[src/common/sl_pkg.sv]
package sl_pkg;

  ////////////////////////////////////////////////////////////////////////////
  // pixel and phase words
  ////////////////////////////////////////////////////////////////////////////

  localparam int PIX_W = 8;                       // one intensity channel
  typedef logic [PIX_W-1:0] pixel_t;

  localparam int PHASE_W = 32;                    // fringe phase accumulator
  typedef logic [PHASE_W-1:0] phase_t;

  // intensity table, indexed by the top bits of the phase
  localparam int LUT_DEPTH = 1024;
  localparam int LUT_AW = 10;
  typedef logic [LUT_AW-1:0] lut_addr_t;

  ////////////////////////////////////////////////////////////////////////////
  // frame sequence
  ////////////////////////////////////////////////////////////////////////////

  typedef logic [3:0] frame_idx_t;                // 0..12, 13 frames per set

  localparam frame_idx_t FRAME_LAST = 4'd12;      // wraps to 0 after this
  localparam frame_idx_t FRINGE_FRAMES = 4'd8;    // frames 0..7 are sinusoid

  // 16 fringe periods over 720 rows, 2^32 * 16 / 720
  localparam phase_t PHASE_INC = 32'd95443718;
  // eighth of a period between consecutive fringe frames
  localparam phase_t PHASE_STEP = 32'h2000_0000;

  // frame 8 is flat gray, frames 9..12 are binary stripes
  localparam pixel_t GRAY_LEVEL = 8'd128;
  localparam int STRIPE_LINES = 45;               // lines per band
  localparam int STRIPE_BANDS = 16;               // 4 bit band code

  typedef logic [9:0] line_cnt_t;                 // enough for 720 rows

  ////////////////////////////////////////////////////////////////////////////
  // camera trigger
  ////////////////////////////////////////////////////////////////////////////

  typedef logic [7:0] trig_cnt_t;
  localparam trig_cnt_t TRIG_CNT_MAX = 8'd255;    // count saturates here

  // arming state, encodings kept from the board firmware
  typedef enum logic [2:0] {
    ARM_IDLE       = 3'd0,  // enable low
    ARM_READY_LOW  = 3'd1,  // ready was low when enable rose
    ARM_ROSE       = 3'd2,  // ready rising edge seen
    ARM_FELL       = 3'd3,  // ready falling edge seen
    ARM_READY_HIGH = 3'd4   // ready was high when enable rose
  } arm_state_e;

endpackage

[src/trigger/cam_trigger_ctrl.sv]
module cam_trigger_ctrl (
  input  logic clk10,
  input  logic new_tx_data,
  input  logic cam_enable_i,   // camera enable level
  input  logic frame_ready_i,  // camera frame-trigger-ready level
  input  logic vsync_i,        // projector vsync, active high
  output logic cam_trig_o      // gated copy of vsync
);

  logic ready_q;               // delayed copies for edge detect
  logic vsync_q;
  logic ready_rise;
  logic ready_fall;
  logic vsync_rise;
  logic vsync_fall;

  sl_pkg::arm_state_e state;
  sl_pkg::arm_state_e prev_state;
  sl_pkg::arm_state_e sync_state;  // state sampled at vsync fall
  sl_pkg::trig_cnt_t  trig_cnt;
  logic               catch_up;    // count ran past 1 at last vsync rise

  assign ready_rise = frame_ready_i & ~ready_q;
  assign ready_fall = ~frame_ready_i & ready_q;
  assign vsync_rise = vsync_i & ~vsync_q;
  assign vsync_fall = ~vsync_i & vsync_q;

  ////////////////////////////////////////////////////////////////////////////
  // arming FSM
  ////////////////////////////////////////////////////////////////////////////

  always_ff @(posedge clk10 or posedge new_tx_data)
  begin
    if (new_tx_data)
    begin
      ready_q <= 1'b0;
      vsync_q <= 1'b0;
      state   <= sl_pkg::ARM_IDLE;
    end
    else
    begin
      ready_q <= frame_ready_i;
      vsync_q <= vsync_i;
      if (!cam_enable_i)
        state <= sl_pkg::ARM_IDLE;             // camera not armed
      else if (ready_fall)
        state <= sl_pkg::ARM_FELL;
      else if (ready_rise)
        state <= sl_pkg::ARM_ROSE;
      else if (state == sl_pkg::ARM_IDLE)
      begin
        // enable just came up, remember where ready stood
        state <= frame_ready_i ? sl_pkg::ARM_READY_HIGH : sl_pkg::ARM_READY_LOW;
      end
    end
  end

  // sync state and trigger count, both advance on vsync fall
  always_ff @(posedge clk10 or posedge new_tx_data)
  begin
    if (new_tx_data)
    begin
      prev_state <= sl_pkg::ARM_IDLE;
      sync_state <= sl_pkg::ARM_IDLE;
      trig_cnt   <= '0;
      catch_up   <= 1'b0;
    end
    else
    begin
      prev_state <= state;
      if (vsync_fall)
        sync_state <= state;
      if (state != prev_state)
        trig_cnt <= '0;                        // restart on any state change
      else if (vsync_fall && trig_cnt != sl_pkg::TRIG_CNT_MAX)
        trig_cnt <= trig_cnt + 1'b1;           // saturating
      if (vsync_rise)
        catch_up <= (trig_cnt > sl_pkg::trig_cnt_t'(1));
    end
  end

  // vsync passes straight through, no clock in the path
  assign cam_trig_o = vsync_i &
                      (((sync_state == sl_pkg::ARM_ROSE) &&
                        (trig_cnt <= sl_pkg::trig_cnt_t'(1)) && !catch_up) ||
                       ((sync_state == sl_pkg::ARM_ROSE) &&
                        (trig_cnt == sl_pkg::trig_cnt_t'(1)) && catch_up) ||
                       ((sync_state == sl_pkg::ARM_READY_HIGH) &&
                        (trig_cnt == sl_pkg::trig_cnt_t'(2))));

endmodule

[config.mk]
export PLATFORM = sky130hd
export DESIGN_NAME = cam_trigger_ctrl
export DESIGN_NICKNAME = d
export VERILOG_FILES = /design/src/common/sl_pkg.sv /design/src/trigger/cam_trigger_ctrl.sv
export SDC_FILE = /design/constraint.sdc
export NUM_CORES = 1
export LEC_CHECK = 0
export BUFFER_PORTS_ARGS = -buffer_cell sky130_fd_sc_hd__buf_2
export CORE_MARGIN = 5
export CORE_UTILIZATION = 52
export DETAILED_ROUTE_END_ITERATION = 12
export PLACE_DENSITY_LB_ADDON = 0.08
export SLEW_MARGIN = 10
export SYNTH_ARGS = -nofsm -noshare
export SYNTH_HDL_FRONTEND = slang
export SYNTH_SLANG_ARGS = --single-unit
[constraint.sdc]
create_clock -name clk10 -period 1.5 [get_ports clk10]
set_input_delay 0.3 -clock clk10 [delete_from_list [all_inputs] [get_ports clk10]]
set_output_delay 0.3 -clock clk10 [all_outputs]
set_load 0.02 [all_outputs]
==> results of run 1 <==
-- metal layers --
layer	part of all wire (%)	GRT usage, %
met5	0	0
met4	0.90	5.809
met3	3.7	2.452
met2	48	26.10
met1	47	24.52
-- registers in the layout, summed over array words and instances (netlist names) --
register,cells
state,3
catch_up,1
sync_state,3
ready_q,1
trig_cnt,8
vsync_q,1
prev_state,3
-- worst max-delay path: cells and delay by family, from the launching register on --
| family | cells | cell delay, ns |
|---|---|---|
| buffers and inverters | 1 | 0.11 |
| flip-flops | 1 | 0.39 |
| AND/OR/NAND/NOR | 3 | 0.91 |
-- cells by family (layout without fill, tap and decap cells) --
| logic type | Yosys count | in the layout | synth area share, % |
|---|---|---|---|
| and+or+nand+nor | 45 | 45 | 23.47 |
| DFF | 20 | 20 | 49.14 |
| AOI/OAI and AO/OA | 16 | 16 | 12.16 |
| adders and majority gates | 7 | 7 | 8.599 |
| buffers and inverters | 6 | 33 | 2.211 |
| xor gates and xnor gates | 4 | 4 | 3.439 |
| muxes | 1 | 1 | 0.9828 |
-- how the worst min path moves through the flow --
stage	to	cells past startpoint
finish	vsync_q$_DFF_PP0_	1
global route	vsync_q$_DFF_PP0_	1
CTS	vsync_q$_DFF_PP0_	1
detailed placement	state[0]$_DFFE_PP0P_	3
global placement	state[0]$_DFFE_PP0P_	3
floorplan	catch_up$_DFFE_PP0P_	1
-- per-stage QoR --
step	utilization (%)	cells	instance area (um^2)	hold slack [ns]	setup slack, ns
floorplan	-	99	1025	0.2638	-0.1478
CTS	66.41	152	1276	0.1552	-0.5352
global placement	62.63	147	1204	0.3334	-0.1868
finish	68.16	153	1310	0.1653	-0.5146
detailed placement	62.63	147	1204	0.3365	-0.2061
global route	68.16	153	1310	0.1592	-0.5970
-- layout make-up --
class / instances / area, um^2 / share of cell area (%)
Clock buffer: 4 / 36.28 / 2.770
Inverter: 6 / 22.52 / 1.719
Multi-Input combinational cell: 73 / 540.5 / 41.26
Sequential cell: 20 / 500.5 / 38.20
Tap cell: 27 / 33.78 / 2.579
Timing Repair Buffer: 23 / 176.4 / 13.47
-- synthesized netlist by cell type (2+ instances only) --
cell type and number:
o21ai_0 5, nand2_1 10, xnor2_1 4, inv_1 6
nor2_1 9, nand3_1 4, nor3_1 8, a32o_1 3
or4_1 2, dfrtp_1 20, ha_1 7, a21oi_1 3
-- power groups by stage --
stage               logic, mW  registers [mW]  clock network [mW]
global placement        0.156           0.612                   0
detailed placement      0.161           0.615                   0
finish                  0.176           0.604               0.316
floorplan               0.101           0.607                   0
CTS                     0.170           0.604               0.324
global route            0.200           0.611               0.343
-- timing repair --
| item | 4_1_cts | 5_1_grt |
|---|---|---|
| hold buffers | 1 | 0 |
| endpoints found under the hold margin | 9 | 0 |
| endpoints found under the setup margin | 5 | 7 |
| resized for setup | 6 | 7 |
| pin swaps | 1 | 1 |
| setup buffers | 0 | 1 |
==> impl_metrics.ini, run 1 <==
[sta]
slew_viol_final = 0
finalSetupViolCount = 1
clock-skew-final_ns = 0.003994
worst_pin_slew_ns = 0.3624
fin_crit_sh_pct = 134.3
final-hold-violation-count = 0
max-slew-margin-rel_pct = 75.78
fmaxAchievable_mhz = 496.4
fin_crit_ns = 2.015
finalSetupTns_ns = -0.5146
worst_slack_ns = -0.5146
rsz0062_at_grt = yes

[power]
switching_share_pct = 26.31
clkPwrFrac_pct = 28.8
p_seq_share_pct = 55.1
intPower_uw = 808.5
p_comb_share_pct = 16.1
total_power_mw = 1.097
p_sw_uw = 288.7
vdd_ir_drop_max_mv = 0.6075
total_leakage_power_nw = 0.6166
powerDensity_nw_per_um2 = 837.5

[clock_tree]
clockBufferDepth = 2
numClockSinks = 20
cts.clk_slew.worst_paths_ns = 0.12
clk_latency_ns = 0.30
root_buffer = clkbuf_4
cts_tree = done
htree_levels = 1
cts_buffers = 3

[critical_path]
crit_start = trig_cnt[5]$_DFFE_PP0P_
cp.required_ns = 1.20
r2r-end = trig_cnt[5]$_DFFE_PP0P_
worstPathMaxFanout = 2
cpMaxStageDelayCell = or4_4
startpoint_type = flip-flop
crit_type = reg -> out
reg2reg_slack_ns = 0.03
worst_ep_arrival_time_ns = 1.71
r2r_cells = 6
crit_path_end_kind = primary output
r2r-start = trig_cnt[1]$_DFFE_PP0P_
endpoint = cam_trig_o
cp_cell_sequence = or4_4 > nor3_2 > and4b_2 > buf_6
cpPeakStageDelay_ns = 0.53

[synth]
synth_top_cell_area_share_pct = 49.14
synth_cell_type_count = 30
synth_edf_count = 0
ys.warnings.count = 0
ys_ff_latch = 20
netlist_area_um2 = 1018
ys_async_sr_fraction_pct = 100.0
yosysSeqAreaShare_pct = 49.14
syn_nets = 111
synth_area_leader_cell = dfrtp_1
postSynthAreaPerCell_um2 = 10.29
synthCells = 99
yosys-top-cells-area = dfrtp_1, ha_1, nor3_1, nand2_1, xnor2_1
synthFlopType = dfrtp_1

[cells_and_area]
mostFrequentLayoutCells = dfrtp_1, buf_4, nand2_1
synthToLayoutAreaGrowth_pct = 28.62
num-nets-final = 139
layout_commonest_cell = dfrtp_1
drive_above_1_share_pct = 30.16
n_antenna_cell = 0
fill_cells = 159

[detailed_routing]
firstDrtPassIters = 4
vias_per_cell = 5.425
wl_per_cell_um = 13.78
vias = 830
drt-total-wl_um = 2108
dr.first_iter.drc_count = 13
drc = 0
drtAntennaViolNets = 0

[min_path]
holdCritStartpoint = vsync_i
hold_class = in -> reg

[global_route]
grt_pass1_wl_um = 3601
grt_pass1_vias = 789
grt_max_degree = 21
antenna_found_initial = 0
overflow = 0
grt_usage_pct = 17.02

[placement]
port_buffers = 5
gp_congestion = 0.7829
dpl.hpwl_um = 1536

[run_status]
status = finished with violations
violations = negative setup slack

[flow_run]
max-cap-violations = 0

[die]
core_um2 = 1922
dieArea_um2 = 2944
initial_utilization_pct = 52.99
ios = 6
row_count = 16
die_width_um = 54.26
die_h_um = 54.26
Power figures use the tool's default switching activity.
==> run 2, diff against run 1 <==
Settings changed: CORE_UTILIZATION 52 to 45, SLEW_MARGIN 10 to default.
==> impl_metrics.ini, run 2 (synthesis results as in run 1) <==
[clock_tree]
clk_latency_ns = 0.31
clockBufferDepth = 2
cts_tree = done
root_buffer = clkbuf_4
cts_buffers = 3
numClockSinks = 20
htree_levels = 1
cts.clk_slew.worst_paths_ns = 0.12

[detailed_routing]
drtAntennaViolNets = 0
wl_met1_um = 939
wl_per_cell_um = 13.75
vias = 833
vias_per_cell = 5.272
wl_met2_um = 1132
drc = 0
highest_layer = met4
drt-total-wl_um = 2173
dr.first_iter.drc_count = 22
firstDrtPassIters = 4
wl_met3_um = 52

[placement]
gp_congestion = 0.7519
dpl.hpwl_um = 1598
post-place-ws_ns = -0.2358
port_buffers = 5

[min_path]
hold_class = in -> reg

[die]
ios = 6
die_width_um = 57.58
dieArea_um2 = 3315
initial_utilization_pct = 46.49
row_count = 17
die_h_um = 57.58
core_um2 = 2191

[cells_and_area]
largest_reg_flops = 8
synthToLayoutAreaGrowth_pct = 37.47
n_antenna_cell = 0
num-nets-final = 143
mostFrequentLayoutCells = dfrtp_1, buf_4, nand2_1
layout_commonest_cell = dfrtp_1
top_register = trig_cnt
drive_above_1_share_pct = 36.92

[critical_path]
cp.required_ns = 1.20
cpMaxStageDelayCell = or4_4
worst_ep_arrival_time_ns = 1.82
reg2reg_slack_ns = 0
crit_type = reg -> out
crit_path_end_kind = primary output
r2r-start = trig_cnt[0]$_DFFE_PP0P_
r2r_cells = 6
worstPathMaxFanout = 2
endpoint = cam_trig_o
r2r-end = trig_cnt[5]$_DFFE_PP0P_
startpoint_type = flip-flop
cpPeakStageDelay_ns = 0.54
crit_start = trig_cnt[2]$_DFFE_PP0P_
cp_cell_sequence = or4_4 > nor3_4 > and4b_2 > buf_6

[sta]
finalSetupViolCount = 2
worst_pin_slew_ns = 0.4155
finalSetupTns_ns = -0.6230
fin_crit_ns = 2.118
slew_viol_final = 0
fmaxAchievable_mhz = 472.1
clock-skew-final_ns = 0.004877
final-hold-violation-count = 0
max-slew-margin-rel_pct = 72.22
worst_slack_ns = -0.6184
rsz0062_at_grt = yes
fin_crit_sh_pct = 141.2

[global_route]
antenna_found_initial = 0
grt_max_degree = 21
grt_pass1_vias = 814
grt_usage_pct = 15.26
overflow = 0
grt_pass1_wl_um = 3795

[power]
vdd_ir_drop_max_mv = 0.6679
powerDensity_nw_per_um2 = 888.9
total_leakage_power_nw = 0.6524

[run_status]
status = finished with violations
violations = negative setup slack

[flow_run]
max-cap-violations = 0
-- run 2: how the worst min path moves through the flow --
stage / end / slack (ns) / from / cells past startpoint
detailed placement: trig_cnt[4]$_DFFE_PP0P_ / 0.34 / new_tx_data / 3
floorplan: catch_up$_DFFE_PP0P_ / 0.26 / new_tx_data / 1
CTS: vsync_q$_DFF_PP0_ / 0.16 / vsync_i / 1
finish: vsync_q$_DFF_PP0_ / 0.16 / vsync_i / 1
global placement: trig_cnt[4]$_DFFE_PP0P_ / 0.34 / new_tx_data / 3
global route: vsync_q$_DFF_PP0_ / 0.15 / vsync_i / 1
-- run 2: area by class of cell --
class	instances	area [um^2]
clock inverter	1	30.03
multi-input combinational	73	579.3
fill	185	790.8
clock buffer	3	22.52
tap	28	35.03
timing repair buffer	27	210.2
sequential	20	500.5
inverter	6	22.52
-- run 2: metal layers --
metal / global-route usage, % / vias up
met5: 0 / -
met4: 6.954 / 0
met3: 2.715 / 4
met2: 25.81 / 8
met1: 18.76 / 403
li1: - / 418
-- run 2: worst max-delay path, delay by kind of cell, from the launching register on --
kind | cells | cell delay [ns]
buf+inv | 1 | 0.12
simple gates | 3 | 0.99
flops | 1 | 0.40
-- run 2: stage by stage --
stage / utilization, % / cell area (um^2) / hold WS (ns) / power, mW / std cells
2_1_floorplan: - / 1025 / 0.2638 / 0.7081 / 99
3_3_place_gp: 56.03 / 1227 / 0.3358 / 0.7781 / 151
3_5_place_dp: 56.03 / 1227 / 0.3413 / 0.7839 / 151
4_1_cts: 60.65 / 1329 / 0.1572 / 1.242 / 156
5_1_grt: 63.91 / 1400 / 0.1540 / 1.307 / 158
6_report: 63.91 / 1400 / 0.1581 / 1.244 / 158
-- run 2: timing repair --
action,CTS,global route
hold endpoints to repair,14,0
gates resized for setup,9,14
pin swaps,3,5
hold buffers,1,0
buffers inserted,0,3
endpoints found under the setup margin,6,7
-- run 2: report_power, final --
| group | total (mW) | internal, mW | switching, mW |
|---|---|---|---|
| Clock | 0.449 | 0.270 | 0.179 |
| Combinational | 0.191 | 0.0965 | 0.0948 |
| Sequential | 0.604 | 0.574 | 0.0298 |
==> run 3, diff against run 2 <==
Settings changed: CTS_CLUSTER_DIAMETER from default to 30, RECOVER_POWER from default to 25.
==> impl_metrics.ini, run 3 (synthesis results as in run 1) <==
[run_status]
status = finished with violations
violations = negative setup slack

[sta]
finalSetupViolCount = 2
worst_slack_ns = -0.6184
fin_crit_ns = 2.118
fin_crit_sh_pct = 141.2
clock-skew-final_ns = 0.004721
rsz0062_at_grt = yes
finalSetupTns_ns = -0.6232
max-slew-margin-rel_pct = 67.55
slew_viol_final = 0
whs_ns = 0.1583
worst_pin_slew_ns = 0.4868
fmaxAchievable_mhz = 472.1
final-hold-violation-count = 0

[cells_and_area]
layout_commonest_cell = dfrtp_1
largest_reg_flops = 8
n_antenna_cell = 0
fill_cells = 186
synthToLayoutAreaGrowth_pct = 37.10
num-nets-final = 143
final_cell_area_um2 = 1396
drive_above_1_share_pct = 36.15
top_register = trig_cnt
multi_input_area_um2 = 579.3
finalNonFillerCells = 158
mostFrequentLayoutCells = dfrtp_1, buf_4, nand2_1
ff_latch_area_um2 = 500.5

[detailed_routing]
vias_per_cell = 5.304
dr.first_iter.drc_count = 22
wl_per_cell_um = 13.78
drtAntennaViolNets = 0
drt-total-wl_um = 2178
firstDrtPassIters = 4
vias = 838
drc = 0

[global_route]
antenna_found_initial = 0
grt_pass1_wl_um = 3795
grt_usage_pct = 15.26
grtUsageMet2_pct = 25.81
met1_usage_pct = 18.76
grt_pass1_vias = 814
overflow = 0
grtUsageMet3_pct = 2.715
grt_max_degree = 21
top_usage_layer = met2

[clock_tree]
root_buffer = clkbuf_4
cts_buffers = 3
htree_levels = 1
numClockSinks = 20
clockBufferDepth = 2
cts.clk_slew.worst_paths_ns = 0.12
clk_latency_ns = 0.31
cts_tree = done

[placement]
placedCellCount = 151
post-place-ws_ns = -0.2358
dpl.hpwl_um = 1598
gp_congestion = 0.7519
placed_cell_area_um2 = 1227
port_buffers = 5

[critical_path]
startpoint_type = flip-flop
cpMaxStageDelayCell = or4_4
worstPathMaxFanout = 2
crit_path_end_kind = primary output
cpLargestDelayFamily = simple AND/OR/NAND/NOR gates
cp.required_ns = 1.20
worst_ep_arrival_time_ns = 1.82
r2r-start = trig_cnt[0]$_DFFE_PP0P_
r2r_cells = 6
reg2reg_slack_ns = 0
crit_type = reg -> out
cp.buffers_inverters = 1
r2r-end = trig_cnt[5]$_DFFE_PP0P_
cp_cell_sequence = or4_4 > nor3_4 > and4b_2 > buf_6
cpPeakStageDelay_ns = 0.54

[power]
vdd_ir_drop_max_mv = 0.6677
total_leakage_power_nw = 0.6490
powerDensity_nw_per_um2 = 890.3

[die]
die_h_um = 57.58
initial_utilization_pct = 46.49
row_count = 17
ios = 6
die_width_um = 57.58
core_um2 = 2191
dieArea_um2 = 3315

[min_path]
hold_depth = 1
hold_end = vsync_q$_DFF_PP0_
holdCritStartpoint = vsync_i
hold_class = in -> reg

[flow_run]
max-cap-violations = 0
## run 3: area by class of cell
cell class	count	area share (%)
inverters	6	1.613
flip-flops and latches	20	35.84
clock inverters	1	2.151
multi-input cells	73	41.49
repair buffers	27	14.78
clock buffers	3	1.613
well taps	28	2.509
## run 3: repair_timing
action / in CTS / in global routing
hold endpoints to repair: 14 / 0
pin swaps: 3 / 5
resized for setup: 9 / 14
setup buffers: 0 / 3
hold buffers: 1 / 0
setup endpoints to repair: 6 / 7
## run 3: power by group
group,internal [mW],switching [mW],leakage [nW],total (mW)
sequential,0.574,0.0299,0.264,0.604
combinational,0.0952,0.0948,0.357,0.190
clock,0.270,0.179,0.0279,0.449
## run 3: per-layer routing
| layer | vias up | part of all wire [%] |
|---|---|---|
| li1 | 418 | - |
| met1 | 404 | 43 |
| met2 | 12 | 52 |
| met3 | 4 | 2.8 |
| met4 | 0 | 2.2 |
| met5 | - | 0 |
## run 3: worst reg2reg max path: cells and delay by family, from the launching register on
kind                     cells  cell delay, ns
AND/OR/NAND/NOR              2            0.50
flip-flops                   1            0.43
AO/OA/AOI/OAI                2            0.21
adder cells (fa/ha/maj)      1            0.17
buffers and inverters        1            0.14
## run 3: worst max path at each step
stage	start	to	slack, ns	depth (start not counted)
finish	trig_cnt[2]$_DFFE_PP0P_	cam_trig_o	-0.62	4
detailed placement	trig_cnt[5]$_DFFE_PP0P_	cam_trig_o	-0.24	4
CTS	trig_cnt[5]$_DFFE_PP0P_	cam_trig_o	-0.57	4
floorplan	trig_cnt[5]$_DFFE_PP0P_	cam_trig_o	-0.15	3
global placement	trig_cnt[5]$_DFFE_PP0P_	cam_trig_o	-0.21	4
global route	trig_cnt[2]$_DFFE_PP0P_	cam_trig_o	-0.70	4
## run 3: metrics by stage
stage	util, %	power [mW]
2_1_floorplan	-	0.7081
3_3_place_gp	56.03	0.7781
3_5_place_dp	56.03	0.7839
4_1_cts	60.65	1.242
5_1_grt	63.74	1.306
6_report	63.74	1.243
